## config.mk

```make
export PLATFORM = sky130hd
export DESIGN_NAME = cpu_regfile
export DESIGN_NICKNAME = d
export VERILOG_FILES = /design/src/cpu_pkg.sv /design/src/cpu_regfile.sv
export VERILOG_INCLUDE_DIRS = /design/src /design/src/src
export SDC_FILE = /design/constraint.sdc
export NUM_CORES = 1
export LEC_CHECK = 0
export BUFFER_PORTS_ARGS = -buffer_cell sky130_fd_sc_hd__buf_2
export CAP_MARGIN = 25
export CORE_MARGIN = 5
export CORE_UTILIZATION = 54
export DETAILED_ROUTE_END_ITERATION = 7
export GPL_TIMING_DRIVEN = 0
export PLACE_DENSITY = 0.81
export SKIP_CTS_REPAIR_TIMING = 1
export SYNTH_ARGS = -nofsm -noshare
export SYNTH_HDL_FRONTEND = slang
export SYNTH_SLANG_ARGS = --single-unit
```

## constraint.sdc

```tcl
create_clock -name clk -period 2.3 [get_ports clk]
set_input_delay 0.69 -clock clk [delete_from_list [all_inputs] [get_ports clk]]
set_output_delay 0.69 -clock clk [all_outputs]
set_load 0.03 [all_outputs]
```

## src/cpu_params.svh

```systemverilog
`ifndef CPU_PARAMS_SVH
`define CPU_PARAMS_SVH

////////////////////////////////////////
// Memory geometry and timing
////////////////////////////////////////
`define CPU_MEM_ADDR_W   10    // 1024 words of main memory
`define CPU_MEM_LATENCY  4     // Cycles from enable to data_valid
`define CPU_NUM_REGS     8     // r0..r7, r0 hardwired to zero

////////////////////////////////////////
// Opcodes, bits 15..12 of the instruction
////////////////////////////////////////
`define CPU_OP_ADD  4'h0
`define CPU_OP_SUB  4'h1
`define CPU_OP_AND  4'h2
`define CPU_OP_XOR  4'h3
`define CPU_OP_LLB  4'h4  // Load sign-extended 8-bit immediate
`define CPU_OP_LW   4'h5
`define CPU_OP_SW   4'h6
`define CPU_OP_BZ   4'h7  // Branch if rd field register is zero
`define CPU_OP_HLT  4'hF
// Anything else executes as NOP

`endif

```

## src/cpu_pkg.sv

```systemverilog
`default_nettype none

`include "cpu_params.svh"

package cpu_pkg;

  // Datapath word, also the pc and the instruction
  typedef logic [15:0] word_t;

  // Word address into main memory
  typedef logic [`CPU_MEM_ADDR_W-1:0] mem_addr_t;

  typedef logic [2:0] reg_idx_t;  // Register number
  typedef logic [3:0] opcode_t;   // Instruction bits 15..12

  // 0 add, 1 sub, 2 and, 3 xor, same as the low opcode bits
  typedef logic [1:0] alu_op_t;

  // Control sequencer states
  typedef enum logic [2:0] {
    ST_FETCH,       // Issue instruction read at pc
    ST_FETCH_WAIT,  // Wait for instruction word
    ST_EXECUTE,     // Decode and execute, one cycle
    ST_MEM_WAIT,    // LW or SW in flight
    ST_HALTED       // Parked until reset
  } ctrl_state_t;

endpackage

`default_nettype wire

```

## src/cpu_regfile.sv

```systemverilog
`timescale 1ns/10ps
`default_nettype none

`include "cpu_params.svh"

module cpu_regfile import cpu_pkg::*; (
  input  wire      clk,
  input  wire      rst_n,
  input  reg_idx_t raddr_a,  // rs
  input  reg_idx_t raddr_b,  // rt, or rd field for BZ and SW
  output word_t    rdata_a,
  output word_t    rdata_b,
  input  wire      we,
  input  reg_idx_t waddr,
  input  word_t    wdata
);

  word_t regs [`CPU_NUM_REGS];

  // Writes to r0 are dropped so it keeps its reset zero
  always_ff @(posedge clk or negedge rst_n) begin
    if (!rst_n) begin
      for (int i = 0; i < `CPU_NUM_REGS; i++) regs[i] <= '0;
    end else if (we && (waddr != '0)) begin
      regs[waddr] <= wdata;
    end
  end

  // Combinational reads, no bypass needed in a multi-cycle core
  assign rdata_a = regs[raddr_a];
  assign rdata_b = regs[raddr_b];

endmodule

`default_nettype wire

```

==> qor.yml <==
route:
  drc: 0
  wl_um: 16400
  dr.pass1.iters: 4
  drtIter0Drc: 265
  drtAntennaViolNets: 0
  wl_per_cell_um: 25.1
  avgViaCountPerCell: 6.04
  vias: 3942
timing:
  hold_viol_final: 0
  fin_setup_tns_ns: -9.77
  rsz0062_at_grt: "yes"
  setup_viol: 32
  hold_slack_ns: 0.257
  period_needed_ns: 2.62
  post-route-period-util: 1.14
  relSlewSlack: 0.603
  setup_slack_ns: -0.323
  drv_slew: 0
  tightest_slew_ns: 0.595
  fin_worst_skew_ns: 0
  fmax_mhz: 381
final_layout:
  drive_gt1_frac: 0.632
  n_antenna_cell: 0
  final_nets: 496
  stdcell_count: 653
  reg_top3: "regs (128)"
  largest_reg_flops: 128
  nFillCells: 826
  largest-register: "regs"
  design_area_um2: 8400
  area_growth_pct: 21.7
critical_path:
  r2r_cells: 1
  arrival_ns: 1.93
  cpMaxStageDelayCell: "mux4_2"
  crit_type: "input pin to primary output"
  worst-path-max-fanout: 8
  worst_setup_path_start_kind: "input pin"
  cp.required_ns: 1.61
  crit_chain: "buf_16 -> clkbuf_16 -> mux4_2 -> mux2_4 -> buf_6"
  end_kind: "primary output"
  cpPeakStageDelay_ns: 0.48
floorplanning:
  pin_count: 60
  fp.dieH_um: 123
  core-area_um2: 12600
  die-area_um2: 15100
  num_rows: 41
  die_w_um: 123
  start_util: 0.549
synthesis:
  syn_inst: 391
  synth_edf_count: 0
  yosysMostFrequentCell: "dfrtp_1"
  synth_top_area_cell: "dfrtp_1"
  synth_top_family_by_area: "multiplexers"
  synthArstFlopShare: 1.00
  seq_area_frac_synth: 0.464
  synth_area_leaders: "dfrtp_1 (46%), mux4_1 (24%), mux2_2 (20%)"
  synth_fa_ha_area_frac: 0
  yosysWarnings: 0
  muxShareOfSynthArea: 0.478
  synth_simple_gate_area_frac: 0.0165
  syn_nets: 419
  synth_area_per_cell_um2: 17.7
  synth-compound-area-share: 0
  yosys.area_share.xor_xnor: 0
  syn-cell-area_um2: 6900
  synth_cell_types: 13
  synth_top_area_share: 0.464
  ys_top_cells_by_count: "dfrtp_1 (128), mux2_2 (121), mux4_1 (64), mux2_1 (23), clkbuf_1 (17)"
  synth_seq_cells: 128
  dominantRegCellSynth: "dfrtp_1"
clock_tree:
  clock_sinks: 128
  clock_latency_ns: 0.42
  h-tree-depth: 4
  cts_tree: "yes"
  cts_buffers: 17
  clkSlewWorstSetupHoldPaths_ns: 0.06
  clockBufferDepth: 2
  cts_root_buf: "clkbuf_16"
pwr:
  p_int_w: 0.00582
  p_clk_frac: 0.352
  power_density_nw_per_um2: 949
  total_power_w: 0.00797
  switching_share: 0.270
  pwr-share-seq: 0.377
  p_switching_w: 0.00215
  p_leak_nw: 3.69
  power_frac_comb: 0.272
  ir_worst_vdd_v: 0.000675
grt:
  grt-ovfl-total: 0
  grt_pass1_vias: 4364
  grt_pass1_wl_um: 24400
  grt_max_degree: 67
  grt.total_usage: 0.221
  antenna_found_initial: 0
worst_hold_path:
  min_path_type: "input pin to async pin"
place:
  dp_cells: 615
  place_area_um2: 7380
  dpl.hpwl_um: 10200
  port_buffers: 51
  place_congestion: 0.765
outcome:
  status: "finished, violations left"
  violations: "setup timing"
flow_run:
  maxCapViolations: 0
[path summary, 6_finish.rpt]
path | startpoint | to | slack (ns)
hold reg to reg | regs[120] | regs[120] | 0.48
max in group asynchronous | rst_n | regs[114] | 1.30
hold / removal | rst_n | regs[102] | 0.26
setup reg to reg | regs[78] | regs[78] | 1.45
setup / recovery | raddr_a[0] | rdata_a[10] | -0.32
min in group clk | regs[120] | regs[120] | 0.48
[critical path: cells and delay by family]
kind                   cells  cell delay [ns]
buffers and inverters      3             0.44
multiplexers               2             0.78
[placed cells by master (no fill, tap or decap), drive strengths merged]
cell    count
mux2      144
buf        77
clkbuf     58
nand4b      3
dfrtp     128
mux4       64
nor4bb      3
bufinv      2
clkinv      1
nand4       1
[power by group through the flow]
stage          registers (W)  clock network, W  logic (W)
2_1_floorplan        0.00292                 0    0.00150
6_report             0.00300           0.00280    0.00216
4_1_cts              0.00299           0.00282    0.00192
3_3_place_gp         0.00296                 0    0.00184
3_5_place_dp         0.00302                 0    0.00191
5_1_grt              0.00305           0.00292    0.00228
[per-layer routing]
layer / track usage / part of all wire / up-vias
met2: 0.370 / 0.52 / 108
li1: - / - / 1677
met1: 0.286 / 0.42 / 2136
met4: 0.0824 / 0.020 / 0
met5: 0 / 0 / -
met3: 0.0467 / 0.047 / 21
[layout make-up]
| class | instances | area, µm² | share of cell area |
|---|---|---|---|
| multi-input combinational | 215 | 3310 | 0.394 |
| sequential | 128 | 3200 | 0.381 |
| timing repair buffer | 58 | 639 | 0.0761 |
| clock buffer | 29 | 561 | 0.0667 |
| buffer | 48 | 407 | 0.0484 |
| tap | 172 | 215 | 0.0256 |
| clock inverter | 3 | 65.1 | 0.00774 |
[logic make-up after synthesis]
family                 count (synthesis)
multiplexers                         208
flip-flops                           128
buffers and inverters                 48
AND/OR/NAND/NOR                        7
[metrics by stage]
stage	util	setup WS, ns
CTS	0.637	-0.796
global route	0.668	-0.351
finish	0.668	-0.323
floorplan	-	-0.126
global placement	0.584	-0.974
detailed placement	0.587	-0.788
Power figures use the tool's default switching activity.
