**config.mk**
```make
export PLATFORM = sky130hd
export DESIGN_NAME = cpu_pc_unit
export DESIGN_NICKNAME = d
export VERILOG_FILES = /design/src/cpu_pkg.sv /design/src/cpu_pc_unit.sv
export VERILOG_INCLUDE_DIRS = /design/src /design/src/src
export SDC_FILE = /design/constraint.sdc
export NUM_CORES = 1
export LEC_CHECK = 0
export BUFFER_PORTS_ARGS = -buffer_cell sky130_fd_sc_hd__buf_4
export CAP_MARGIN = 20
export CORE_MARGIN = 2
export CORE_UTILIZATION = 55
export CTS_CLUSTER_DIAMETER = 60
export DETAILED_ROUTE_END_ITERATION = 10
export GPL_ROUTABILITY_DRIVEN = 0
export MAX_ROUTING_LAYER = met4
export PLACE_DENSITY = 0.8
export SYNTH_ARGS = -nofsm -noshare
export SYNTH_HDL_FRONTEND = slang
export SYNTH_SLANG_ARGS = --single-unit
```
**constraint.sdc**
```tcl
create_clock -name clk -period 3.68 [get_ports clk]
set_input_delay 0.552 -clock clk [delete_from_list [all_inputs] [get_ports clk]]
set_output_delay 0.552 -clock clk [all_outputs]
set_load 0.005 [all_outputs]
```
**src/cpu_params.svh**
```systemverilog
`ifndef CPU_PARAMS_SVH
`define CPU_PARAMS_SVH

////////////////////////////////////////
// Memory geometry and timing
////////////////////////////////////////
`define CPU_MEM_ADDR_W   10    // 1024 words of main memory
`define CPU_MEM_LATENCY  4     // Cycles from enable to data_valid
`define CPU_NUM_REGS     8     // r0..r7, r0 hardwired to zero

////////////////////////////////////////
// Opcodes, bits 15..12 of the instruction
////////////////////////////////////////
`define CPU_OP_ADD  4'h0
`define CPU_OP_SUB  4'h1
`define CPU_OP_AND  4'h2
`define CPU_OP_XOR  4'h3
`define CPU_OP_LLB  4'h4  // Load sign-extended 8-bit immediate
`define CPU_OP_LW   4'h5
`define CPU_OP_SW   4'h6
`define CPU_OP_BZ   4'h7  // Branch if rd field register is zero
`define CPU_OP_HLT  4'hF
// Anything else executes as NOP

`endif

```
**src/cpu_pkg.sv**
```systemverilog
`default_nettype none

`include "cpu_params.svh"

package cpu_pkg;

  // Datapath word, also the pc and the instruction
  typedef logic [15:0] word_t;

  // Word address into main memory
  typedef logic [`CPU_MEM_ADDR_W-1:0] mem_addr_t;

  typedef logic [2:0] reg_idx_t;  // Register number
  typedef logic [3:0] opcode_t;   // Instruction bits 15..12

  // 0 add, 1 sub, 2 and, 3 xor, same as the low opcode bits
  typedef logic [1:0] alu_op_t;

  // Control sequencer states
  typedef enum logic [2:0] {
    ST_FETCH,       // Issue instruction read at pc
    ST_FETCH_WAIT,  // Wait for instruction word
    ST_EXECUTE,     // Decode and execute, one cycle
    ST_MEM_WAIT,    // LW or SW in flight
    ST_HALTED       // Parked until reset
  } ctrl_state_t;

endpackage

`default_nettype wire

```
**src/cpu_pc_unit.sv**
```systemverilog
`timescale 1ns/10ps
`default_nettype none

module cpu_pc_unit import cpu_pkg::*; (
  input  wire   clk,
  input  wire   rst_n,
  input  word_t instr,      // BZ offset lives in bits 8..0
  input  wire   pc_inc,     // Step to pc+1
  input  wire   pc_branch,  // Jump to pc+1+offset
  output word_t pc
);

  word_t pc_plus1;
  word_t branch_off;

  assign pc_plus1   = pc + 16'd1;
  assign branch_off = {{7{instr[8]}}, instr[8:0]};  // Sign-extend 9-bit offset

  // Branch wins if both were ever raised
  always_ff @(posedge clk or negedge rst_n) begin
    if (!rst_n) begin
      pc <= '0;                                // Programs start at word 0
    end else if (pc_branch) begin
      pc <= pc_plus1 + branch_off;
    end else if (pc_inc) begin
      pc <= pc_plus1;
    end
  end

  // Neither strobe: hold, which covers wait states and halt

endmodule

`default_nettype wire

```
==> metrics <==
first-pass GRT wire length approximately 6400 um; Die Area roughly 3800 sq um; vias in the first global route between 1k and 1.5k; Syn Nets 269; largest net degree at the start of global routing 28; CORE AREA 3280 sq um; cell taking the most area after synthesis dfrtp_1; post-synth top area share a little over a fifth; Critical Path Fanout Max 7; worst slack, placed between 0.3 and 0.4 ns; P_leak about 0.96 nW; Final Power between 1.5 and 2 mW; Seq cells post-synth 16; max reg flops 16; Iter 0 DRT Violations ~60; dpl hpwl between 3000 and 4000 um; transition time of the tightest slew-check pin 0.425 ns; final core utilization between 60 and 70%; Clock Pin Slew Worst Setup and Hold Paths around 0.10 ns; Metal-1 WL just over 2000 um; Sink Count 16; number of cells produced by synthesis 228; # resized after CTS 0; IO Pins 36; register area roughly 400 sq um; final setup margin a little under 0.3 ns; Clk Latency, worst-skew pair roughly 0.29 ns; Period minus WS final roughly 3.4 ns; filler cell count about 290; 1st-pass router iterations 4; # nets final ~300; async set-or-reset flop fraction in the synthesized netlist 100%; Tot GR Track Use 23.4%; worst vdd ir ~0.4 mV; setup violators final 0; CP Launch Type flip-flop; Req. time, crit path around 3.9 ns; area occupied by multi-input gates around 1400 sq um; Clock Skews 0.00447 ns; routed wl met2 ~1800 um; grt total ovfl 0; Max Slew Vio Count 0; Top reg by flops pc; H-tree levels 1; CTS tree yes; total CTS buffers 3; Hold WC Path Type in2async; setup bufs post-CTS 0; period utilisation layout 92.0%; Clk Tree Root Cell clkbuf_4; Worst slew margin 71.7%; max-cap violations 0; Row Count 21; status finished clean; post-route cell area around 2100 sq um; Fin. Hold Viols 0; Post-CTS Hold Buffers 0; YS warnings 0; Largest regs pc: 16 flops; sequential fraction of the synthesis area 21.8%; detailed-route via count around 1.7k; clk buf depth 2; layout cell share with drive strength beyond 1 ~15%; initial core utilization 56.0%; Area after DPL 2080 sq um; highest routed metal layer met4; RSZ-0062 raised after global routing no; PortBufs 28; Pwr Density ~820 nW/um^2; synthesis-to-finish area growth 14.9%; DRT antenna net count 0; ranking of synthesized cells by area dfrtp_1 22%, ha_1 14%, xor2_1 9.0%; initial antenna violation count 0; DR WL met3 226 um; Setup crit end kind flip-flop; DR WL/cell ~14 um; setup TNS 0 ns; vias per cell about 5.6; Chip Height 61.9 um; die width a little over 60 um; synth unique cells 44; CP Class reg2reg; crit path DAT around 3.6 ns; Mapped Area approximately 1800 sq um; Mapped Avg Cell Area 8.07 sq um; Top FF cell, synth dfrtp_1; DRC violations left 0; fmax 295 MHz; number of diodes 0; Post-synth EDFFs 0; Post-Route WL 4100 um
## power by group
| part | switching, mW | internal, mW | total, mW |
|---|---|---|---|
| registers | 0.148 | 0.265 | 0.412 |
| logic | 0.633 | 0.579 | 1.21 |
| clock network | 0.0594 | 0.0603 | 0.120 |
| total | 0.840 | 0.904 | 1.74 |
## critical path, cell delays in order, from the launching register on
cell and delay [ns]:
dfrtp_1 0.46, ha_1 0.23, and3_1 0.23, and4_1 0.30, nand2_1 0.11, nor2_1 0.15, xor2_1 0.09, ha_1 0.41
a21oi_1 0.16, o2111ai_1 0.13, o21ai_0 0.11, a21oi_1 0.36, nor4bb_1 0.12, a2111o_1 0.40
## metal layers
| metal | vias to the layer above | track usage [%] |
|---|---|---|
| li1 | 859 | - |
| met1 | 773 | 35.4 |
| met2 | 39 | 34.1 |
| met3 | 5 | 0.621 |
| met4 | 0 | 6.38 |
| met5 | - | - |
## cells in the mapped netlist, types with 2 or more instances
cell type and count:
a31o_2 2, nand3_1 3, dfrtp_1 16, a211oi_1 3
xnor2_1 17, a21o_1 3, nand4_1 3, ha_1 20
and3_1 6, and4_1 3, mux2i_1 5, a311oi_1 2
clkbuf_1 5, o21ai_0 17, nor2_1 20, inv_1 7
xor2_1 19, nand2_1 27, or3_1 5, a21oi_1 21
## layout by cell type (no fill, tap or decap), types with 2 or more instances in the layout
cell / n
a211oi_1: 3
a21o_1: 3
a21oi_1: 21
a311oi_1: 2
a31o_2: 2
and3_1: 6
and4_1: 3
buf_4: 28
clkbuf_4: 3
dfrtp_1: 16
ha_1: 20
inv_1: 7
mux2i_1: 5
nand2_1: 27
nand3_1: 3
nand4_1: 3
nor2_1: 20
o21ai_0: 17
or3_1: 5
xnor2_1: 17
xor2_1: 19
## logic make-up after synthesis
| group | synth area share (%) |
|---|---|
| and+or+nand+nor | 21.2 |
| buffers and inverters | 3.26 |
| xor gates and xnor gates | 17.1 |
| DFF | 21.8 |
| muxes | 2.72 |
| AOI/OAI and AO/OA | 19.2 |
| adders and majority gates | 14.7 |
## per-stage QoR
step | std cells | hold WS (ns)
after floorplan | 228 | 0.256
after global placement | 295 | 0.420
after detailed placement | 295 | 0.423
after CTS | 299 | 0.103
after global routing | 299 | 0.104
final | 299 | 0.0964
## cell type report
class	instances	share of cell area [%]
Timing Repair Buffer	28	9.94
Inverter	8	1.42
Tap cell	46	2.72
Sequential cell	16	18.9
Clock buffer	4	1.72
Multi-Input combinational cell	197	65.3
## path summary, 6_finish.rpt
kind | startpoint | to | slack, ns | depth (start not counted)
max | pc[0]$_DFFE_PN0P_ | pc[15]$_DFFE_PN0P_ | 0.29 | 13
min | rst_n | pc[7]$_DFFE_PN0P_ | 0.1 | 1
max reg2reg | pc[0]$_DFFE_PN0P_ | pc[15]$_DFFE_PN0P_ | 0.29 | 13
min reg2reg | pc[1]$_DFFE_PN0P_ | pc[1]$_DFFE_PN0P_ | 0.66 | 2
max in group asynchronous | rst_n | pc[12]$_DFFE_PN0P_ | 3.40 | 1
min in group clk | instr[0] | pc[0]$_DFFE_PN0P_ | 0.58 | 4
(Power assumes the default switching activity.)
