File: src/cpu_params.svh
`ifndef CPU_PARAMS_SVH
`define CPU_PARAMS_SVH

////////////////////////////////////////
// Memory geometry and timing
////////////////////////////////////////
`define CPU_MEM_ADDR_W   10    // 1024 words of main memory
`define CPU_MEM_LATENCY  4     // Cycles from enable to data_valid
`define CPU_NUM_REGS     8     // r0..r7, r0 hardwired to zero

////////////////////////////////////////
// Opcodes, bits 15..12 of the instruction
////////////////////////////////////////
`define CPU_OP_ADD  4'h0
`define CPU_OP_SUB  4'h1
`define CPU_OP_AND  4'h2
`define CPU_OP_XOR  4'h3
`define CPU_OP_LLB  4'h4  // Load sign-extended 8-bit immediate
`define CPU_OP_LW   4'h5
`define CPU_OP_SW   4'h6
`define CPU_OP_BZ   4'h7  // Branch if rd field register is zero
`define CPU_OP_HLT  4'hF
// Anything else executes as NOP

`endif

File: src/cpu_pkg.sv
`default_nettype none

`include "cpu_params.svh"

package cpu_pkg;

  // Datapath word, also the pc and the instruction
  typedef logic [15:0] word_t;

  // Word address into main memory
  typedef logic [`CPU_MEM_ADDR_W-1:0] mem_addr_t;

  typedef logic [2:0] reg_idx_t;  // Register number
  typedef logic [3:0] opcode_t;   // Instruction bits 15..12

  // 0 add, 1 sub, 2 and, 3 xor, same as the low opcode bits
  typedef logic [1:0] alu_op_t;

  // Control sequencer states
  typedef enum logic [2:0] {
    ST_FETCH,       // Issue instruction read at pc
    ST_FETCH_WAIT,  // Wait for instruction word
    ST_EXECUTE,     // Decode and execute, one cycle
    ST_MEM_WAIT,    // LW or SW in flight
    ST_HALTED       // Parked until reset
  } ctrl_state_t;

endpackage

`default_nettype wire

File: src/cpu_ctrl.sv
`timescale 1ns/10ps
`default_nettype none

`include "cpu_params.svh"

module cpu_ctrl import cpu_pkg::*; (
  input  wire     clk,
  input  wire     rst_n,
  input  wire     mem_data_valid,  // One-cycle completion from memory
  input  word_t   mem_data_out,    // Instruction or load data
  input  wire     zero,            // rd field register is zero
  output logic    mem_en,          // One-cycle request strobe
  output logic    mem_wr,
  output logic    addr_sel,        // 0 pc, 1 ALU result
  output word_t   instr,           // Instruction register
  output logic    rf_we,
  output logic    rf_wsel,         // 0 ALU, 1 memory data
  output alu_op_t alu_op,
  output logic    alu_use_imm,
  output logic    pc_inc,
  output logic    pc_branch,
  output logic    hlt
);

  ctrl_state_t state, state_nxt;
  opcode_t     opcode;
  logic        ir_load;

  assign opcode = instr[15:12];

  ////////////////////////////////////////
  // State, instruction and halt registers
  ////////////////////////////////////////
  always_ff @(posedge clk or negedge rst_n) begin
    if (!rst_n) begin
      state <= ST_FETCH;
      instr <= '0;
      hlt   <= 1'b0;
    end else begin
      state <= state_nxt;
      if (ir_load) instr <= mem_data_out;        // Latch on the data_valid cycle
      hlt <= (state_nxt == ST_HALTED);           // Rises the cycle after HLT executes
    end
  end

  ////////////////////////////////////////
  // Next state and strobes
  ////////////////////////////////////////
  always_comb begin
    state_nxt   = state;
    mem_en      = 1'b0;
    mem_wr      = 1'b0;
    addr_sel    = 1'b0;
    ir_load     = 1'b0;
    rf_we       = 1'b0;
    rf_wsel     = 1'b0;
    alu_op      = 2'b00;                         // Add unless an ALU op says otherwise
    alu_use_imm = 1'b0;
    pc_inc      = 1'b0;
    pc_branch   = 1'b0;
    unique case (state)
      ST_FETCH: begin
        mem_en    = 1'b1;                        // Read at pc
        state_nxt = ST_FETCH_WAIT;
      end
      ST_FETCH_WAIT: begin
        if (mem_data_valid) begin
          ir_load   = 1'b1;
          state_nxt = ST_EXECUTE;
        end
      end
      ST_EXECUTE: begin
        state_nxt = ST_FETCH;                    // Most ops finish here
        case (opcode)
          `CPU_OP_ADD, `CPU_OP_SUB, `CPU_OP_AND, `CPU_OP_XOR: begin
            alu_op = opcode[1:0];                // Opcode low bits pick the function
            rf_we  = 1'b1;
            pc_inc = 1'b1;
          end
          `CPU_OP_LLB: begin
            alu_use_imm = 1'b1;                  // ALU zeroes a, so result is the imm
            rf_we       = 1'b1;
            pc_inc      = 1'b1;
          end
          `CPU_OP_LW, `CPU_OP_SW: begin
            // Address is rs plus offset, issued straight from execute
            mem_en      = 1'b1;
            mem_wr      = (opcode == `CPU_OP_SW);
            addr_sel    = 1'b1;
            alu_use_imm = 1'b1;
            state_nxt   = ST_MEM_WAIT;
          end
          `CPU_OP_BZ: begin
            pc_branch = zero;                    // Taken
            pc_inc    = !zero;                   // Fall through
          end
          `CPU_OP_HLT: state_nxt = ST_HALTED;    // pc stays put
          default:     pc_inc = 1'b1;            // NOP and undefined opcodes
        endcase
      end
      ST_MEM_WAIT: begin
        addr_sel    = 1'b1;
        alu_use_imm = 1'b1;
        if (mem_data_valid) begin
          rf_we     = (opcode == `CPU_OP_LW);    // SW only needs the ack
          rf_wsel   = 1'b1;
          pc_inc    = 1'b1;
          state_nxt = ST_FETCH;
        end
      end
      ST_HALTED: state_nxt = ST_HALTED;          // Only reset leaves
      default:   state_nxt = ST_FETCH;
    endcase
  end

endmodule

`default_nettype wire

File: config.mk
export PLATFORM = sky130hd
export DESIGN_NAME = cpu_ctrl
export DESIGN_NICKNAME = d
export VERILOG_FILES = /design/src/cpu_pkg.sv /design/src/cpu_ctrl.sv
export VERILOG_INCLUDE_DIRS = /design/src /design/src/src
export SDC_FILE = /design/constraint.sdc
export NUM_CORES = 1
export LEC_CHECK = 0
export ABC_AREA = 1
export BUFFER_PORTS_ARGS = -buffer_cell sky130_fd_sc_hd__clkbuf_2
export CAP_MARGIN = 20
export CORE_MARGIN = 2
export CORE_UTILIZATION = 45
export DETAILED_ROUTE_END_ITERATION = 6
export PLACE_DENSITY = 0.77
export SETUP_SLACK_MARGIN = 0.15
export SLEW_MARGIN = 20
export SYNTH_ARGS = -nofsm -noshare
export SYNTH_HDL_FRONTEND = slang
export SYNTH_SLANG_ARGS = --single-unit
File: constraint.sdc
create_clock -name clk -period 1.4 [get_ports clk]
set_input_delay 0.35 -clock clk [delete_from_list [all_inputs] [get_ports clk]]
set_output_delay 0.35 -clock clk [all_outputs]
set_load 0.02 [all_outputs]
==> results.md <==
- MaxCap Viol Count: 0
- Final period util: 1.35
- Clock slew at reported path FFs: 0.12 ns
- Layout Cells excl Fill: about 220
- 1st-pass router iterations: 4
- IO Pins: 47
- Final worst setup slack: -0.483 ns
- Top cells by area, synth: dfrtp_1, nand2_1, o21ai_2
- Slowest cell on crit path: dfrtp_1
- Most used cell, CP: buf_4
- WL met2: 2.01 mm
- Num CTS Buffers: 3
- Clock Skew: 0.00558 ns
- Antenna Nets Post-Route: 0
- Startpoint types: flip-flop
- Die width: around 52 um
- DIE AREA: 2710 um2
- Slowest stage delay, CP: 0.42 ns
- Initial Util: 0.474
- CTS tree: built
- Ratio of cells with drive above 1 in the final layout: 0.691
- Reg2reg setup slack: 0.02 ns
- Nets: 212
- Maximum vdd drop: 1.48 mV
- Worst reg2reg path depth: 5
- Placer Congestion: 0.839
- Core box area: 2190 um2
- Synth Register Bits: 20
- DRT Wirelength: 3.65 mm
- Met3 wire len: roughly 230 um
- Final Hold Viols: 20
- Crit. End Element: output pin
- Top delay family on crit path: flip-flops
- DR top layer: met4
- RSZ-0062 raised after global routing: yes
- Run status: finished, violations left
- Syn_nets: 140
- Number of port buffers: 46
- Worst-margin pin slew: between 0.5 and 0.6 ns
- Leak: 0.988 nW
- R2R Path Start: state[1]
- First-pass GRT wire length: 4.42 mm
- Max_slew headroom: 0.665
- Min Tclk post-route: between 1.5 and 2 ns
- # rows: 17
- Setup TNS: -4.38 ns
- CTS Root Buffer Type: clkbuf_4
- Worst-skew pair later-pin latency: 0.30 ns
- Wirelength per Cell: 16.7 um
- Pwr dens: 2300 nW/um2
- Largest net degree at the start of global routing: 34
- DRC Markers: 0
- Initial antenna violation count: 0
- Clk buf depth: 2
- CP cell instances: buf_4 > buf_4 > nor2_1 > nand2_1 > nand2_2 > buf_8
- Via count: 1,131
- Yosys cell types: 16
- Worst Hold Margin: -0.0111 ns
- Setup CP Type: flip-flop to output pin
- Crit Reg-Reg Endpoint: state[2]
- CTS Hold Bufs: 0
- Avg Cell Area, Syn: 8.65 um2
- Register area share after synthesis: 0.482
- CP arrival: between 1.5 and 2 ns
- Layout area overhead: 76.7%
- Share of the synthesized area in the top cell type: 0.482
- Final setup violating endpoints: 10
- Violated checks: negative hold slack, negative setup slack
- CP Data Required Time: ~1.1 ns
- Vias in the first global route: 1,032
- WP buf/inv: 3
- Met1 wire length: 1.28 mm
- Cell Count Post-Placement: 207
- Total track usage: 0.230
- Synth Cell Area: 1040 um2
- Die H: about 52 um
- Yosys warning count: 0
- Mapped Cells: 120
- Max Clk Rate: 0.531 GHz
- Initial drt markers: 50
- CTS Sinks: 20
- Synth area leader: dfrtp_1
- ANT cells: 0
- Overflow after GRT: 0
- H-tree depth: 1
- Vias per inst: 5.16
- Crit path max fanout: 2
- Min-delay worst type: input port to asynchronous set/reset pin
- Slew Viols, Final: 0
- Final HPWL DP: 1.91 mm
## placed cells by master, fill, tap and decap left out
cell type / n
nor2_4: 3
dfrtp_1: 15
clkbuf_8: 6
clkbuf_2: 27
buf_6: 12
inv_4: 2
a21oi_2: 4
nand3_1: 1
nand2_4: 2
clkbuf_4: 3
nand2_2: 7
buf_8: 7
o21ai_0: 3
dfrtp_2: 5
buf_4: 15
nand2_1: 20
clkbuf_16: 1
buf_12: 1
o21ai_2: 12
nand3_4: 1
nor2_1: 3
o21ai_4: 2
nor3_4: 3
inv_1: 17
inv_2: 6
nor2_2: 5
buf_2: 2
nand3_2: 5
nand2_8: 1
## through the flow
stage	setup WS [ns]	hold WS, ns	utilization	power, W	cell area [um2]
after floorplan	-0.0155	0.0544	-	0.00236	1110
after global placement	-0.0822	0.330	0.673	0.00302	1470
after detailed placement	-0.115	0.336	0.673	0.00309	1470
after CTS	-0.395	0.00279	0.769	0.00370	1690
after global routing	-0.538	0.0157	0.838	0.00444	1840
final	-0.483	-0.0111	0.838	0.00421	1840
## report_power, final
| group | switching, W | total [W] | internal, W |
|---|---|---|---|
| combinational | 0.00151 | 0.00276 | 0.00125 |
| sequential | 0.000268 | 0.00111 | 0.000847 |
| clock | 0.000181 | 0.000340 | 0.000159 |
| total | 0.00196 | 0.00421 | 0.00225 |
## sequential cells by signal (all words and copies together), names as in the netlist
register and cells:
hlt 1, instr 16, state 3
## metal layers
layer,global-route usage,vias to the layer above
li1,-,513
met1,0.241,531
met2,0.439,75
met3,0.0230,12
met4,0.127,0
met5,0,-
## layout make-up
type	count	area, um2
multi-input cells	72	547
flip-flops and latches	20	507
clock buffers	4	36.3
well taps	28	35.0
inverters	25	98.8
repair buffers	70	612
fillers	126	355
## Yosys cell counts (all sizes together)
| cell type | n |
|---|---|
| clkbuf | 1 |
| nand3 | 7 |
| dfrtp | 20 |
| nor3 | 3 |
| buf | 2 |
| inv | 25 |
| nor2 | 11 |
| a21oi | 4 |
| nand2 | 30 |
| o21ai | 17 |
## how the worst max path moves through the flow
stage	slack [ns]	end	from	cells after the start
floorplan	-0.02	rf_we	state[2]	5
global placement	-0.08	alu_op[0]	state[0]	4
detailed placement	-0.11	alu_op[0]	state[0]	4
CTS	-0.40	alu_op[1]	state[0]	4
global route	-0.54	mem_en	state[1]	6
finish	-0.48	mem_en	state[1]	6
## repair_timing
action,in CTS,in global routing
resized for setup,38,37
pin swaps,5,5
gates cloned,0,2
endpoints found under the setup margin,16,39
setup buffers,4,2
## cell families (layout without fill, tap and decap cells)
kind of cell	count (synthesis)	count (layout)	synth area share
AO/OA/AOI/OAI	21	21	0.159
flip-flops	20	20	0.482
buffers and inverters	28	99	0.125
AND/OR/NAND/NOR	51	51	0.234
Note: power is estimated with default switching activity, not from simulation.
