### config.mk
export PLATFORM = sky130hd
export DESIGN_NAME = cpu_alu
export DESIGN_NICKNAME = d
export VERILOG_FILES = /design/src/cpu_pkg.sv /design/src/cpu_alu.sv
export VERILOG_INCLUDE_DIRS = /design/src /design/src/src
export SDC_FILE = /design/constraint.sdc
export NUM_CORES = 1
export LEC_CHECK = 0
export CELL_PAD_IN_SITES_DETAIL_PLACEMENT = 1
export CELL_PAD_IN_SITES_GLOBAL_PLACEMENT = 2
export CORE_MARGIN = 2
export CORE_UTILIZATION = 37
export DETAILED_ROUTE_END_ITERATION = 16
export DONT_BUFFER_PORTS = 1
export PLACE_DENSITY = 0.84
export RECOVER_POWER = 100
export SLEW_MARGIN = 20
export SYNTH_ARGS = -nofsm -noshare
export SYNTH_HDL_FRONTEND = slang
export SYNTH_SLANG_ARGS = --single-unit
### constraint.sdc
create_clock -name vclk -period 5.06
set_input_delay 0.506 -clock vclk [all_inputs]
set_output_delay 0.506 -clock vclk [all_outputs]
set_load 0.1 [all_outputs]
### src/cpu_params.svh
`ifndef CPU_PARAMS_SVH
`define CPU_PARAMS_SVH

////////////////////////////////////////
// Memory geometry and timing
////////////////////////////////////////
`define CPU_MEM_ADDR_W   10    // 1024 words of main memory
`define CPU_MEM_LATENCY  4     // Cycles from enable to data_valid
`define CPU_NUM_REGS     8     // r0..r7, r0 hardwired to zero

////////////////////////////////////////
// Opcodes, bits 15..12 of the instruction
////////////////////////////////////////
`define CPU_OP_ADD  4'h0
`define CPU_OP_SUB  4'h1
`define CPU_OP_AND  4'h2
`define CPU_OP_XOR  4'h3
`define CPU_OP_LLB  4'h4  // Load sign-extended 8-bit immediate
`define CPU_OP_LW   4'h5
`define CPU_OP_SW   4'h6
`define CPU_OP_BZ   4'h7  // Branch if rd field register is zero
`define CPU_OP_HLT  4'hF
// Anything else executes as NOP

`endif

### src/cpu_pkg.sv
`default_nettype none

`include "cpu_params.svh"

package cpu_pkg;

  // Datapath word, also the pc and the instruction
  typedef logic [15:0] word_t;

  // Word address into main memory
  typedef logic [`CPU_MEM_ADDR_W-1:0] mem_addr_t;

  typedef logic [2:0] reg_idx_t;  // Register number
  typedef logic [3:0] opcode_t;   // Instruction bits 15..12

  // 0 add, 1 sub, 2 and, 3 xor, same as the low opcode bits
  typedef logic [1:0] alu_op_t;

  // Control sequencer states
  typedef enum logic [2:0] {
    ST_FETCH,       // Issue instruction read at pc
    ST_FETCH_WAIT,  // Wait for instruction word
    ST_EXECUTE,     // Decode and execute, one cycle
    ST_MEM_WAIT,    // LW or SW in flight
    ST_HALTED       // Parked until reset
  } ctrl_state_t;

endpackage

`default_nettype wire

### src/cpu_alu.sv
`timescale 1ns/10ps
`default_nettype none

`include "cpu_params.svh"

module cpu_alu import cpu_pkg::*; (
  input  word_t   a,        // rs
  input  word_t   b,        // Port b register
  input  word_t   instr,
  input  alu_op_t alu_op,
  input  wire     use_imm,  // Second operand from instruction
  output word_t   result,
  output logic    zero      // For BZ, b holds the tested register
);

  opcode_t opcode;
  logic    is_llb;
  word_t   imm;
  word_t   op_a;
  word_t   op_b;

  assign opcode = instr[15:12];
  assign is_llb = (opcode == `CPU_OP_LLB);

  ////////////////////////////////////////
  // Immediate extraction
  ////////////////////////////////////////
  assign imm  = is_llb ? {{8{instr[7]}}, instr[7:0]}    // LLB value
                       : {{10{instr[5]}}, instr[5:0]};  // LW/SW offset
  assign op_a = is_llb ? '0 : a;                        // LLB passes imm through the adder
  assign op_b = use_imm ? imm : b;

  always_comb begin
    unique case (alu_op)
      2'b00:   result = op_a + op_b;
      2'b01:   result = op_a - op_b;
      2'b10:   result = op_a & op_b;
      default: result = op_a ^ op_b;
    endcase
  end

  assign zero = (b == '0);

endmodule

`default_nettype wire

==> reports/results.ini, run 1 <==
[outcome]
run_status = finished with violations
violations = capacitance limit, slew limit

[power_and_ir_drop]
p_leak_uw = 0.00107
peakVddDrop_v = 0.000117
p_per_area_mw_per_mm2 = 236

[yosys]
seq_area_frac_synth_pct = 0
avgSynthCellArea_sq_um = 7.06
syn-num-nets = 387
yosys_warnings = 0
synth_area_sq_mm = 0.00214
synth.distinct_cells = 55
postSynthCellCount = 303

[grt]
grt_pass1_vias = 2196
grt_max_degree = 33
grt_pass1_wl_mm = 10.6
gr-total-overflow = 0
grt_usage_pct = 20.2
antenna_found_initial = 0

[sta]
drv_slew = 1
period_share_pct = 90.9
slew_headroom_pct = -23.6
tightestPinTransition_ns = 1.84
worst_slack_ns = 0.460
setup_viol = 0
fin_crit_ns = 4.60
clock.fmax_mhz = 217
final_hold_viol_count = 0
rsz0062_at_grt = no

[worst_setup_path]
start_kind = primary input
arrival_ns = 4.09
worstPathRequired_ns = 4.55
cp_max_fo = 6
cp-end-kind = output port
crit_type = primary input to output port

[final_layout]
final_util_pct = 43.7
layout.filler_cells = 727
layout.nets = 394
multi_input_area_sq_mm = 0.00215
fin_area_sq_mm = 0.00242
final_layout_size_suffix_gt1_share_pct = 11.4
nClkBuffers = 0
regArea_sq_um = 0
flops_and_latches = 0
n_antenna_cell = 0
areaGrowthSynthToFinish_pct = 13.2

[drt]
drt-pass1-iter-count = 4
vias = 2235
finalWirelength_mm = 6.55
viasPerCell = 5.88
wire_per_inst_microns = 17.2
drc = 0
ant_nets = 0
drt_iter0_markers = 88

[placed_design]
post-place-ws_ns = 0.624
port_buffers = 0
gp_congestion = 0.819
place_area_sq_mm = 0.00249
hpwl_mm = 5.46

[floorplanning]
initial_core_util_pct = 38.6
fp.dieH_microns = 80.0
die_x_microns = 80.0
core_sq_mm = 0.00554
core.rowCount = 27
pin_count = 68
dieArea_sq_mm = 0.00641

[worst_hold_path]
min_path_type = primary input to output port

[clocking]
postCtsSetupBuffers = 0
ctsResizeCount = 0
ctsHoldBuffers = 0

[run]
cap_violations = 1

==> cells in the mapped netlist, drive strengths merged (2+ instances only) <==
| cell | instances | area, sq um |
|---|---|---|
| nor4 | 4 | 31.3 |
| clkbuf | 8 | 30.0 |
| o211ai | 7 | 52.6 |
| a21oi | 13 | 65.1 |
| ha | 32 | 400 |
| a21o | 12 | 90.1 |
| o41ai | 2 | 17.5 |
| mux2i | 12 | 120 |
| nor3 | 8 | 45.0 |
| and3b | 2 | 17.5 |
| a311oi | 2 | 17.5 |
| o31ai | 7 | 57.6 |
| nand3 | 4 | 20.0 |
| o21a | 6 | 45.0 |
| o2111ai | 2 | 17.5 |
| and3 | 5 | 31.3 |
| nor2b | 6 | 37.5 |
| or3 | 6 | 37.5 |
| and2 | 16 | 100 |
| a31o | 2 | 17.5 |
| nand2 | 26 | 97.6 |
| mux2 | 8 | 90.1 |
| o21ai | 10 | 50.1 |
| a221oi | 2 | 17.5 |
| a211oi | 4 | 30.0 |
| inv | 13 | 48.8 |
| xnor2 | 8 | 70.1 |
| xor2 | 9 | 78.8 |
| a21boi | 3 | 22.5 |
| buf | 5 | 28.8 |
| or3b | 3 | 26.3 |
| nor2 | 36 | 138 |
| nand2b | 5 | 31.3 |
==> cell usage in the layout, fill, tap and decap left out, types with 9 or more instances in the layout <==
master / n
mux2i_1: 12
a21o_1: 12
nand2_1: 26
nor2_1: 35
ha_1: 32
a21oi_1: 10
xor2_1: 9
inv_1: 13
and2_1: 16
==> per-stage QoR <==
step | cells | hold WS (ns) | TNS, ns | power (uW)
final | 380 | 1.26 | 0 | 572
after global routing | 380 | 1.27 | 0 | 615
after CTS | 380 | 1.24 | 0 | 601
after detailed placement | 380 | 1.24 | 0 | 598
after global placement | 380 | 1.23 | 0 | 590
after floorplan | 303 | 1.37 | -0.137 | 474
==> layout make-up <==
class	instances	share of cell area, %
multi-input cells	277	88.7
repair buffers	18	5.58
well taps	72	3.72
inverters	13	2.01
==> metal layers <==
metal  up-vias  track usage [%]  wire length [microns]
li1       1130                -                      -
met2        49             32.8                   2910
met3         4            0.905                    290
met4         0             1.36                     39
met5         -                0                      0
met1      1052             30.5                   3310
==> path summary, 6_finish.rpt <==
| kind | start | cells after the start | slack (ns) | to |
|---|---|---|---|---|
| worst min-delay path | b[15] | 2 | 1.26 | zero |
| worst max-delay path | instr[3] | 12 | 0.46 | result[12] |
==> cell families (layout without fill, tap and decap cells) <==
logic type                 count (synthesis)  in the layout  synth area share, %
xor gates and xnor gates                  17             17                 6.96
muxes                                     20             20                 9.82
adders and majority gates                 33             33                 19.6
buffers and inverters                     26             31                 5.03
and+or+nand+nor                          126            126                 31.3
AOI/OAI and AO/OA                         81             81                 27.3
==> power by group <==
part           switching [uW]  leakage, uW  internal [uW]
clock network               0            0              0
registers                   0            0              0
logic                     403      0.00107            168
total                     403      0.00107            168
==> worst max-delay path, cell delays in order <==
cell and delay (ns):
or3b_1 0.41, a222oi_1 0.51, nand3_1 0.23, o31ai_1 0.32, xor2_1 0.15, ha_1 0.39
and3_1 0.22, and3_1 0.19, o211ai_1 0.17, and3_1 0.26, a221oi_4 0.25, clkbuf_2 0.49
Note: power is estimated with default switching activity, not from simulation.
==> inputs of run 2 (changes only) <==
--- a/config.mk
+++ b/config.mk
@@ -8,6 +8,7 @@
 export LEC_CHECK = 0
 export CELL_PAD_IN_SITES_DETAIL_PLACEMENT = 1
 export CELL_PAD_IN_SITES_GLOBAL_PLACEMENT = 2
+export CORE_ASPECT_RATIO = 0.75
 export CORE_MARGIN = 2
 export CORE_UTILIZATION = 37
 export DETAILED_ROUTE_END_ITERATION = 16
==> constraint.sdc (replaced) <==
create_clock -name vclk -period 5.2
set_input_delay 0.52 -clock vclk [all_inputs]
set_output_delay 0.52 -clock vclk [all_outputs]
set_load 0.1 [all_outputs]
==> reports/results.ini, run 2 (synthesis results as in run 1) <==
[worst_setup_path]
cp_max_fo = 6
arrival_ns = 4.17
cp_slowest_cell = o41ai_1
max_stage_delay_ns = 0.57
cpMostUsedCell = a21oi_1
crit_buf_inv = 1
cp-end-kind = output port
start_kind = primary input
worstPathRequired_ns = 4.68
crit_chain = or3b_1 -> a222oi_1 -> nand3_1 -> o31ai_2 -> xor2_1 -> ha_1 -> and3_1 -> nand2_1 -> a21oi_1 -> o41ai_1 -> a21oi_1 -> and3b_1 -> clkbuf_2
worst-path-stages = 13
crit_type = primary input to output port
critical-path-top-delay-family = compound AO/OA/AOI/OAI gates

[grt]
grt_max_degree = 33
antenna_found_initial = 0
grt_usage_pct = 21.0
grt_pass1_wl_mm = 11.4
grt_pass1_vias = 2243
gr-total-overflow = 0

[final_layout]
fin_area_sq_mm = 0.00237
n_antenna_cell = 0
areaGrowthSynthToFinish_pct = 10.7
final_layout_size_suffix_gt1_share_pct = 10.8
layout_common_cells = 35 x nor2_1, 32 x ha_1, 26 x nand2_1
layout.nets = 391
final_util_pct = 43.3
regArea_sq_um = 0
flops_and_latches = 0
final_common_cell = nor2_1
nClkBuffers = 0

[floorplanning]
core.rowCount = 23
core_sq_mm = 0.00547
fp.dieH_microns = 69.9
pin_count = 68
initial_core_util_pct = 39.1
dieArea_sq_mm = 0.00641
die_x_microns = 91.8

[placed_design]
place_area_sq_mm = 0.00245
post-place-ws_ns = 0.732
gp_congestion = 0.826
hpwl_mm = 5.62
port_buffers = 0

[drt]
top_layer_used = met3
wl_met1_mm = 3.64
drc = 0
routed-wl-met3_microns = 418
finalWirelength_mm = 6.90
viasPerCell = 5.86
wire_per_inst_microns = 18.2
drt_iter0_markers = 75
vias = 2228
drt-pass1-iter-count = 5
dr_wl_met2_mm = 2.83
ant_nets = 0

[power_and_ir_drop]
p_int_uw = 154
p_per_area_mw_per_mm2 = 232
p_leak_uw = 0.00104
sw_frac_of_total_pct = 71.9
peakVddDrop_v = 0.000152
power_switching_uw = 395
combinationalPowerShare_pct = 100.0
seqPwrFrac_pct = 0
pwr-share-clk_pct = 0

[sta]
drv_slew = 3
period_share_pct = 90.3
worst_slack_ns = 0.506
holdWs_ns = 1.45
slew_headroom_pct = -33.1
fin_crit_ns = 4.69
final_hold_viol_count = 0
rsz0062_at_grt = no
setup_viol = 0
tightestPinTransition_ns = 2.00
clock.fmax_mhz = 213

[worst_hold_path]
hold_depth = 2
min_path_type = primary input to output port

[run]
cap_violations = 3

[outcome]
violations = capacitance limit, slew limit
run_status = finished with violations

[clocking]
postCtsSetupBuffers = 0
ctsHoldBuffers = 0
ctsResizeCount = 0

[run 2: cell count changes in the layout (fill, tap and decap cells not counted), sizes merged]
cell,change
buf,-2
dlymetal6s4s,-1
[run 2: per-stage QoR]
| stage | cells | TNS [ns] | power (uW) |
|---|---|---|---|
| after global routing | 380 | 0 | 591 |
| after global placement | 380 | 0 | 566 |
| final | 380 | 0 | 550 |
| after floorplan | 303 | -0.0254 | 461 |
| after CTS | 380 | 0 | 578 |
| after detailed placement | 380 | 0 | 574 |
[run 2: worst paths after layout]
path | from | slack (ns) | endpoint
worst max-delay path | instr[5] | 0.51 | result[13]
worst min-delay path | alu_op[1] | 1.45 | result[8]
[run 2: area by class of cell]
class / count / area, sq um
tap: 75 / 93.8
multi-input combinational: 277 / 2150
timing repair buffer: 15 / 75.1
fill: 705 / 3100
inverter: 13 / 48.8
[run 2: layer usage]
layer | vias to the layer above | global-route usage [%]
li1 | 1120 | -
met1 | 1043 | 33.3
met2 | 65 | 32.3
met3 | 0 | 1.73
met4 | 0 | 0.332
met5 | - | 0
[run 2: power groups by stage]
stage / Sequential, uW / Combinational [uW] / Clock (uW)
final: 0 / 550 / 0
after global routing: 0 / 591 / 0
after CTS: 0 / 578 / 0
after detailed placement: 0 / 574 / 0
after global placement: 0 / 566 / 0
after floorplan: 0 / 461 / 0
==> inputs of run 3 (changes only) <==
==> constraint.sdc (replaced) <==
create_clock -name vclk -period 5.3
set_input_delay 0.53 -clock vclk [all_inputs]
set_output_delay 0.53 -clock vclk [all_outputs]
set_load 0.1 [all_outputs]
==> reports/results.ini, run 3 (synthesis results as in run 1) <==
[sta]
rsz0062_at_grt = no
fin_crit_ns = 4.84
tightestPinTransition_ns = 2.02
drv_slew = 3
setup_viol = 0
slew_headroom_pct = -34.0
clock.fmax_mhz = 207
final_hold_viol_count = 0
fin_setup_tns_ns = 0
worst_slack_ns = 0.460
period_share_pct = 91.3

[placed_design]
dp_cells = 380
hpwl_mm = 5.70
place_area_sq_mm = 0.00245
post-place-ws_ns = 0.693
gp_congestion = 0.822
port_buffers = 0

[worst_setup_path]
crit_buf_inv = 1
critical-path-top-delay-family = compound AO/OA/AOI/OAI gates
worstPathRequired_ns = 4.77
cp_max_fo = 6
arrival_ns = 4.31
start_kind = primary input
crit_chain = or3b_1 -> a222oi_1 -> nand3_1 -> o31ai_2 -> xor2_1 -> ha_1 -> and3_1 -> nand2_1 -> a21oi_1 -> o41ai_1 -> a21oi_1 -> and3b_1 -> clkbuf_2
setup.worst_path.start = instr[5]
crit_type = primary input to output port
cp-end-kind = output port
max_stage_delay_ns = 0.61
cp_slowest_cell = o41ai_1
cpMostUsedCell = a21oi_1

[grt]
grt_max_degree = 33
grt_usage_pct = 20.6
gr-total-overflow = 0
antenna_found_initial = 0
grt_pass1_wl_mm = 11.2
grt_pass1_vias = 2187

[power_and_ir_drop]
power_uw = 537
peakVddDrop_v = 0.000173
p_int_uw = 150
p_per_area_mw_per_mm2 = 227
p_leak_uw = 0.00103
seqPwrFrac_pct = 0
pwr-share-clk_pct = 0
power_switching_uw = 387
sw_frac_of_total_pct = 72.1
combinationalPowerShare_pct = 100.0

[final_layout]
fin_area_sq_mm = 0.00236
final_common_cell = nor2_1
flops_and_latches = 0
final_layout_size_suffix_gt1_share_pct = 10.5
layout.nets = 391
layout.filler_cells = 698
nClkBuffers = 0
regArea_sq_um = 0
n_antenna_cell = 0
areaGrowthSynthToFinish_pct = 10.5
layout_common_cells = 35 x nor2_1, 32 x ha_1, 26 x nand2_1
stdcell_count = 380

[drt]
viasPerCell = 5.86
vias = 2228
wire_per_inst_microns = 18.3
drt-pass1-iter-count = 4
drt_iter0_markers = 97
finalWirelength_mm = 6.94
ant_nets = 0
drc = 0

[floorplanning]
fp.dieH_microns = 69.9
initial_core_util_pct = 39.1
core.rowCount = 23
dieArea_sq_mm = 0.00641
pin_count = 68
core_sq_mm = 0.00547
die_x_microns = 91.8

[worst_hold_path]
min_path_type = primary input to output port
worstHoldStart = alu_op[1]

[clocking]
ctsResizeCount = 0
ctsHoldBuffers = 0
postCtsSetupBuffers = 0

[outcome]
violations = capacitance limit, slew limit
run_status = finished with violations

[run]
cap_violations = 3

==> run 3: cell count changes in the layout (fill, tap and decap cells not counted) <==
cell	previous run	this run
buf_4	3	2
clkbuf_1	6	7
==> run 3: per-stage QoR <==
stage / hold WS [ns] / util (%)
finish: 1.47 / 43.2
global route: 1.48 / 43.2
CTS: 1.28 / 44.9
detailed placement: 1.28 / 44.9
global placement: 1.28 / 44.9
floorplan: 1.41 / -
==> run 3: cell type report <==
cell class	count	area (sq um)	area share, %
timing repair buffer	15	71.3	3.02
multi-input combinational	277	2150	91.0
inverter	13	48.8	2.06
tap	75	93.8	3.97
==> run 3: routing by layer <==
layer	GRT usage, %	share of wire [%]
met3	2.05	5.3
met2	31.5	41
met4	0	0.10
met5	0	0
met1	32.7	54
==> run 3: path summary, 6_finish.rpt <==
kind / end / cells after the start
min: result[12] / 2
max: result[13] / 13
==> run 3: power by group through the flow <==
| stage | sequential [uW] | clock [uW] | combinational [uW] |
|---|---|---|---|
| final | 0 | 0 | 537 |
| after global placement | 0 | 0 | 555 |
| after global routing | 0 | 0 | 576 |
| after CTS | 0 | 0 | 567 |
| after detailed placement | 0 | 0 | 564 |
| after floorplan | 0 | 0 | 452 |
